$ cat src/logic/routerConsts.svh
`ifndef ROUTER_CONSTS_SVH
`define ROUTER_CONSTS_SVH

// ~~~~~~~~~~~~~~~~~~~~
// port and datapath sizes
// ~~~~~~~~~~~~~~~~~~~~

// inputs are indexed L=0, N=1, E=2, W=3, S=4.
`define ROUTER_PORTS 5
`define FLIT_W 32
`define LEN_W 12
`define ID_W 3

// flit id that marks the first flit of a packet.
`define HEAD_ID 3'd1

`define CFG_ADDR_W 2

// ~~~~~~~~~~~~~~~~~~~~
// configuration reset values
// ~~~~~~~~~~~~~~~~~~~~

`define RST_MASK {`ROUTER_PORTS{1'b1}}
`define RST_CAP {`LEN_W{1'b1}}

`endif

$ cat src/logic/routerPkg.sv
package routerPkg;

  // grant state of the output port, one state per input plus idle.
  typedef enum logic [2:0] {
    IDLE  = 3'd0,
    GNT_L = 3'd1,
    GNT_N = 3'd2,
    GNT_E = 3'd3,
    GNT_W = 3'd4,
    GNT_S = 3'd5
  } grantState;

  // flit id encodings carried next to each flit.
  typedef enum logic [2:0] {
    BODY = 3'd0,
    HEAD = 3'd1,
    TAIL = 3'd2
  } flitKind;

  // register map of the arbiter configuration block.
  typedef enum logic [1:0] {
    ADDR_MASK = 2'd0,
    ADDR_CAP  = 2'd1
  } cfgAddr;

endpackage

$ cat src/logic/arbConfig.sv
`timescale 1ns/1ps
`include "routerConsts.svh"

module arbConfig (
  input  logic                       clk,
  input  logic                       rst,
  input  logic                       cfgWrite,
  input  routerPkg::cfgAddr          cfgAddr,
  input  logic [`LEN_W-1:0]          cfgData,
  output logic [`ROUTER_PORTS-1:0]   portEnable,
  output logic [`LEN_W-1:0]          holdCap
);

  import routerPkg::*;

  // a write lands at the strobe edge and the arbiter sees it next cycle.
  always_ff @(posedge clk)
  begin
    if (rst)
    begin
      portEnable <= `RST_MASK;
      holdCap <= `RST_CAP;
    end
    else if (cfgWrite)
    begin
      case (cfgAddr)
        ADDR_MASK:
        begin
          portEnable <= cfgData[`ROUTER_PORTS-1:0];
        end
        ADDR_CAP:
        begin
          holdCap <= cfgData;
        end
        default:
        begin
          // unmapped addresses are dropped.
          portEnable <= portEnable;
        end
      endcase
    end
  end

  // ~~~~~~~~~~~~~~~~~~~~
  // checks
  // ~~~~~~~~~~~~~~~~~~~~

  // the strobe has no handshake, so the address must be settled with it.
  cfgAddrKnown: assert property (
    @(posedge clk) disable iff (rst)
    cfgWrite |-> !$isunknown(cfgAddr)
  );

endmodule

$ cat src/logic/grantTimer.sv
`timescale 1ns/1ps
`include "routerConsts.svh"

module grantTimer (
  input  logic               clk,
  input  logic               rst,
  input  logic [`ID_W-1:0]   flitId,
  input  logic [`LEN_W-1:0]  pktLength,
  input  logic [`LEN_W-1:0]  holdCap,
  input  logic               run,
  output logic               timesUp
);

  logic [`LEN_W-1:0] latchedLen;
  logic [`LEN_W-1:0] count;
  logic [`LEN_W-1:0] limit;

  // the packet length only bounds the hold up to the configured cap.
  assign limit = (latchedLen < holdCap) ? latchedLen : holdCap;
  assign timesUp = (count == limit);

  always_ff @(posedge clk)
  begin
    if (rst)
    begin
      latchedLen <= '0;
      count <= '0;
    end
    else
    begin
      if (flitId == `HEAD_ID)
        latchedLen <= pktLength;
      // count only runs while the port keeps its grant.
      if (run)
        count <= count + 1'b1;
      else
        count <= '0;
    end
  end

  // the arbiter must drop run once the limit is reached.
  countInRange: assert property (
    @(posedge clk) disable iff (rst)
    run |-> count <= limit
  );

endmodule

$ cat src/logic/outputArbiter.sv
`timescale 1ns/1ps
`include "routerConsts.svh"

module outputArbiter (
  input  logic                                 clk,
  input  logic                                 rst,
  input  logic [`ROUTER_PORTS-1:0]             req,
  input  logic [`ROUTER_PORTS-1:0][`ID_W-1:0]  flitId,
  input  logic [`ROUTER_PORTS-1:0][`LEN_W-1:0] pktLength,
  input  logic [`ROUTER_PORTS-1:0]             portEnable,
  input  logic [`LEN_W-1:0]                    holdCap,
  output routerPkg::grantState                 grant
);

  import routerPkg::*;

  grantState nextGrant;
  logic [`ROUTER_PORTS-1:0] active;
  logic [`ROUTER_PORTS-1:0] run;
  logic [`ROUTER_PORTS-1:0] timesUp;
  logic [2:0] holder;

  // a disabled port counts as not requesting.
  assign active = req & portEnable;
  assign holder = grant - 3'd1;

  // ~~~~~~~~~~~~~~~~~~~~
  // hold timers
  // ~~~~~~~~~~~~~~~~~~~~

  for (genvar p = 0; p < `ROUTER_PORTS; p++)
  begin : gTimer
    grantTimer uTimer (
      .clk       (clk),
      .rst       (rst),
      .flitId    (flitId[p]),
      .pktLength (pktLength[p]),
      .holdCap   (holdCap),
      .run       (run[p]),
      .timesUp   (timesUp[p])
    );
  end

  // ~~~~~~~~~~~~~~~~~~~~
  // grant state machine
  // ~~~~~~~~~~~~~~~~~~~~

  always_comb
  begin
    int idx;
    nextGrant = IDLE;
    run = '0;
    idx = 0;
    if (grant == IDLE)
    begin
      // fixed priority L, N, E, W, S out of idle.
      for (int i = `ROUTER_PORTS - 1; i >= 0; i--)
      begin
        if (active[i])
          nextGrant = grantState'(3'(i + 1));
      end
    end
    else if (grant <= GNT_S)
    begin
      if (active[holder] && !timesUp[holder])
      begin
        nextGrant = grant;
        run[holder] = 1'b1;
      end
      else
      begin
        // search the others in cyclic order after the holder.
        // walking from the far end lets the nearest requester win.
        for (int k = `ROUTER_PORTS - 1; k >= 1; k--)
        begin
          idx = int'(holder) + k;
          if (idx >= `ROUTER_PORTS)
            idx = idx - `ROUTER_PORTS;
          if (active[idx])
            nextGrant = grantState'(3'(idx + 1));
        end
      end
    end
  end

  always_ff @(posedge clk)
  begin
    if (rst)
      grant <= IDLE;
    else
      grant <= nextGrant;
  end

  // ~~~~~~~~~~~~~~~~~~~~
  // checks
  // ~~~~~~~~~~~~~~~~~~~~

  grantLegal: assert property (
    @(posedge clk) disable iff (rst)
    grant inside {IDLE, GNT_L, GNT_N, GNT_E, GNT_W, GNT_S}
  );

  // a fresh grant must go to a port that was enabled in the deciding cycle.
  grantWasEnabled: assert property (
    @(posedge clk) disable iff (rst)
    (grant != IDLE && grant != $past(grant))
      |-> |($past(portEnable) & (`ROUTER_PORTS'(1) << holder))
  );

endmodule

$ cat src/logic/outputMux.sv
`timescale 1ns/1ps
`include "routerConsts.svh"

module outputMux (
  input  logic                                  clk,
  input  logic                                  rst,
  input  routerPkg::grantState                  grant,
  input  logic [`ROUTER_PORTS-1:0]              req,
  input  logic [`ROUTER_PORTS-1:0][`FLIT_W-1:0] flitData,
  output logic                                  outValid,
  output logic [`FLIT_W-1:0]                    outData
);

  import routerPkg::*;

  logic [2:0] sel;
  logic hit;

  assign sel = grant - 3'd1;
  // the holder only forwards a word in cycles where it still requests.
  assign hit = (grant != IDLE) && (grant <= GNT_S) && req[sel];

  always_ff @(posedge clk)
  begin
    if (rst)
      outValid <= 1'b0;
    else
      outValid <= hit;
  end

  always_ff @(posedge clk)
  begin
    if (hit)
      outData <= flitData[sel];
  end

  // an idle output port must not present a flit on the next cycle.
  idleNoValid: assert property (
    @(posedge clk) disable iff (rst)
    $past(grant) == IDLE |-> !outValid
  );

endmodule

$ cat src/logic/routerOutputPort.sv
`timescale 1ns/1ps
`include "routerConsts.svh"

module routerOutputPort (
  input  logic                                  clk,
  input  logic                                  rst,
  input  logic [`ROUTER_PORTS-1:0]              req,
  input  logic [`ROUTER_PORTS-1:0][`ID_W-1:0]   flitId,
  input  logic [`ROUTER_PORTS-1:0][`LEN_W-1:0]  pktLength,
  input  logic [`ROUTER_PORTS-1:0][`FLIT_W-1:0] flitData,
  input  logic                                  cfgWrite,
  input  routerPkg::cfgAddr                     cfgAddr,
  input  logic [`LEN_W-1:0]                     cfgData,
  output routerPkg::grantState                  grant,
  output logic                                  outValid,
  output logic [`FLIT_W-1:0]                    outData
);

  logic [`ROUTER_PORTS-1:0] portEnable;
  logic [`LEN_W-1:0] holdCap;

  arbConfig uArbConfig (
    .clk        (clk),
    .rst        (rst),
    .cfgWrite   (cfgWrite),
    .cfgAddr    (cfgAddr),
    .cfgData    (cfgData),
    .portEnable (portEnable),
    .holdCap    (holdCap)
  );

  // the grant feeds the mux and is also visible at the port boundary.
  outputArbiter uOutputArbiter (
    .clk        (clk),
    .rst        (rst),
    .req        (req),
    .flitId     (flitId),
    .pktLength  (pktLength),
    .portEnable (portEnable),
    .holdCap    (holdCap),
    .grant      (grant)
  );

  outputMux uOutputMux (
    .clk      (clk),
    .rst      (rst),
    .grant    (grant),
    .req      (req),
    .flitData (flitData),
    .outValid (outValid),
    .outData  (outData)
  );

endmodule

$ cat config.mk
export PLATFORM = sky130hd
export DESIGN_NAME = routerOutputPort
export DESIGN_NICKNAME = d
export VERILOG_FILES = /design/src/logic/routerPkg.sv /design/src/logic/arbConfig.sv /design/src/logic/grantTimer.sv /design/src/logic/outputArbiter.sv /design/src/logic/outputMux.sv /design/src/logic/routerOutputPort.sv
export VERILOG_INCLUDE_DIRS = /design/src /design/src/logic
export SDC_FILE = /design/constraint.sdc
export NUM_CORES = 1
export LEC_CHECK = 0
export BUFFER_PORTS_ARGS = -buffer_cell sky130_fd_sc_hd__buf_2
export CORE_ASPECT_RATIO = 1.4
export CORE_MARGIN = 2
export CORE_UTILIZATION = 35
export DETAILED_ROUTE_END_ITERATION = 10
export MAX_ROUTING_LAYER = met4
export PLACE_DENSITY_LB_ADDON = 0.1
export SLEW_MARGIN = 20
export SYNTH_ARGS = -nofsm -noshare
export SYNTH_HDL_FRONTEND = slang
export SYNTH_SLANG_ARGS = --single-unit
$ cat constraint.sdc
create_clock -name clk -period 5.15 [get_ports clk]
set_input_delay 0.7725 -clock clk [delete_from_list [all_inputs] [get_ports clk]]
set_output_delay 0.7725 -clock clk [all_outputs]
set_load 0.005 [all_outputs]
==> metrics.md <==
| Metric | Value |
|---|---|
| Synthesized cell area | around 0.012 mm^2 |
| Fin crit share | between 80% and 90% |
| P_leak | about 0.006 uW |
| NumNets Final | 1,845 |
| CTS tree | yes |
| DR iter-0 viols | 493 |
| Maximum clock path buffer count | 2 |
| WP data required | 5510 ps |
| Cells after Synth | 1,256 |
| CTS Buf Count | 17 |
| Initial antenna violation count | 2 |
| Rel. slew slack | a little over a third |
| WP data arrival | 4630 ps |
| I/O pins | around 290 |
| Setup Skew | 8.81 ps |
| Full die area | about 0.035 mm^2 |
| Grt total ovfl | 0 |
| Asr flop ratio synth | 0% |
| Yosys warnings | 0 |
| CORE AREA | between 0.03 and 0.04 mm^2 |
| Sink Count | approximately 170 |
| Die height | around 220 um |
| Crit-path cells | clkinv_1, ha_2, buf_4, ha_1, nand2b_1, a21oi_1, xnor2_1, mux2i_1, a221oi_1, o21ai_0, o31ai_1, nand2_1, o311ai_1 |
| Setup TNS | 0 ps |
| Fin. max-slew vios | 0 |
| Sequential area share after synthesis | 32.4% |
| Largest net degree at the start of global routing | 64 |
| Hpwl dp | a little under 30,000 um |
| Routed length on met2 | about 19,000 um |
| Synthesized net count | between 1,500 and 2,000 |
| EDFF count, synth | 32 |
| Antenna Nets Post-Route | 0 |
| WL final | around 38,000 um |
| Critical path's slowest cell | ha_2 |
| Most common cell after layout, fill and taps aside | buf_2 |
| Max IR drop VDD | 0.290 mV |
| Most frequent cells in the layout | buf_2, dfxtp_1, nand2_1 |
| Crit end category | register |
| Share of cells above drive strength 1 | ~30% |
| Status | completed |
| Crit path max-delay family | compound AO/OA/AOI/OAI gates |
| Row cnt | 79 |
| Placed insts | approximately 1,900 |
| Final hold vios | 0 |
| RSZ-0062 raised after global routing | false |
| Power Density | between 300 and 400 mW/mm^2 |
| CTS H-tree lvls | 4 |
| Met1 WL | around 16,000 um |
| # setup viols final | 0 |
| Clk root buf | clkbuf_16 |
| RD Place Congestion | 0.954 |
| Max Fanout on Critical Path | 37 |
| Tightest Pin Transition | between 900 and 1000 ps |
| Worst min path class | reg2reg |
| Min cycle time layout | 4280 ps |
| Final Non-Filler Cells | between 1,500 and 2,000 |
| Number of global-route vias before repair | approximately 10,000 |
| Area Growth Syn to Fin | 22.0% |
| Setup CP Type | reg2reg |
| Main flop type after synthesis | dfxtp_1 |
| Initial Util | a little over a third |
| I/O Buffers | roughly 290 |
| Detailed Routing Iterations Pass 1 | 5 |
| Worst-Skew Late Latency | roughly 450 ps |
| Synthesized area per cell | just over 9 um^2 |
| Highest routed layer | met4 |
| F_max | 0.234 GHz |
| Max Cap Viol | 0 |
| CTS Hold Bufs | 0 |
| Crit path launch type | register |
| Total GRT Usage | 22.5% |
| Metal3 WL | around 2200 um |
| Buf/Inv on CP | 2 |
| First-pass GRT wire length | 57,300 um |
| Cell variety after synth | 70 |
| Synth Register Bits | 173 |
| Vias per inst | roughly 5.3 |
| Worst path max stage delay | approximately 570 ps |
| Total via count in the routed design | between 10,000 and 15,000 |
| Clock-pin slew on the worst setup and hold paths | about 70 ps |
| Post-CTS Resized | 0 |
| Drt drc | 0 |
| Die width | 158 um |
| WL/cell | about 19 um |
| Setup bufs post-CTS | 0 |
-- cell usage after synthesis, types with 7 or more instances --
cell / count / share of area (%)
mux4_2: 33 / 6.4
nor2_1: 100 / 3.2
nor3_1: 11 / 0.47
clkbuf_1: 52 / 1.7
mux2i_1: 73 / 6.3
nand2_1: 122 / 3.9
and2_1: 9 / 0.48
dfxtp_1: 141 / 24
xor2_1: 57 / 4.3
nor3_2: 60 / 5.1
buf_1: 9 / 0.29
xnor2_1: 86 / 6.5
inv_1: 47 / 1.5
buf_2: 7 / 0.30
nor2b_1: 10 / 0.54
buf_6: 7 / 0.68
nand3_1: 71 / 3.0
edfxtp_1: 32 / 8.2
nand4_1: 25 / 1.3
nor4_1: 12 / 0.64
o21ai_0: 17 / 0.73
a21oi_1: 38 / 1.6
nand2b_1: 11 / 0.59
and3_1: 18 / 0.96
o21ai_1: 7 / 0.30
o211ai_1: 20 / 1.3
ha_1: 73 / 7.8
o22ai_1: 15 / 0.80
-- worst min-delay path, stage by stage, from the launching register on --
cell and delay, ps:
dfxtp_1 350, mux2i_1 70, nand2_1 60
-- sequential cells by signal (all words and copies together) (netlist names) --
register / flops
uOutputArbiter.gTimer.uTimer.count: 60
uOutputArbiter.gTimer.uTimer.latchedLen: 60
uOutputMux.outData: 32
uArbConfig.holdCap: 12
uArbConfig.portEnable: 5
uOutputArbiter.grant: 3
uOutputMux.outValid: 1
-- stage by stage --
stage / hold WS (ps) / total power (uW) / worst slack, ps / instance area (um^2) / util [%]
detailed placement: 484 / 4260 / 865 / 13600 / 41.2
CTS: 504 / 5640 / 856 / 14200 / 43.0
finish: 503 / 5590 / 874 / 14200 / 43.1
global placement: 481 / 4250 / 953 / 13600 / 41.2
global route: 524 / 5950 / 483 / 14200 / 43.1
floorplan: 456 / 3520 / 982 / 11700 / -
-- cell families after synthesis --
logic type	count (synthesis)	synth area share, %
AND/OR/NAND/NOR	468	21.6
flip-flops	173	32.4
AO/OA/AOI/OAI	161	9.65
XOR/XNOR	143	10.7
buffers and inverters	127	4.64
multiplexers	110	13.0
adder cells (fa/ha/maj)	74	7.99
-- report_power, final --
part / internal [uW] / total (uW) / leakage [uW] / switching, uW
registers: 1560 / 1650 / 0.00145 / 88.0
logic: 1050 / 2580 / 0.00418 / 1530
clock network: 796 / 1360 / 0.000297 / 561
-- worst paths after layout --
| path | slack (ps) | from | endpoint | depth (start not counted) |
|---|---|---|---|---|
| min | 500 | uArbConfig.portEnable[4] | uArbConfig.portEnable[4] | 2 |
| max reg2reg | 870 | uOutputArbiter.grant[0] | uOutputArbiter.grant[2] | 13 |
| min reg2reg | 500 | uArbConfig.portEnable[4] | uArbConfig.portEnable[4] | 2 |
| max | 870 | uOutputArbiter.grant[0] | uOutputArbiter.grant[2] | 13 |
-- layer usage --
layer / up-vias / track usage, %
met5: - / -
met4: 0 / 9.16
met2: 374 / 39.6
met3: 66 / 3.82
met1: 4935 / 25.0
li1: 5027 / -
-- area by class of cell --
class,count,area (um^2)
antenna,2,5.00
clock buffer,19,464
clock inverter,10,138
fill,3321,18800
inverter,51,191
multi-input combinational,956,7430
sequential,173,3790
tap,445,557
timing repair buffer,315,1670
Note: power is estimated with default switching activity, not from simulation.
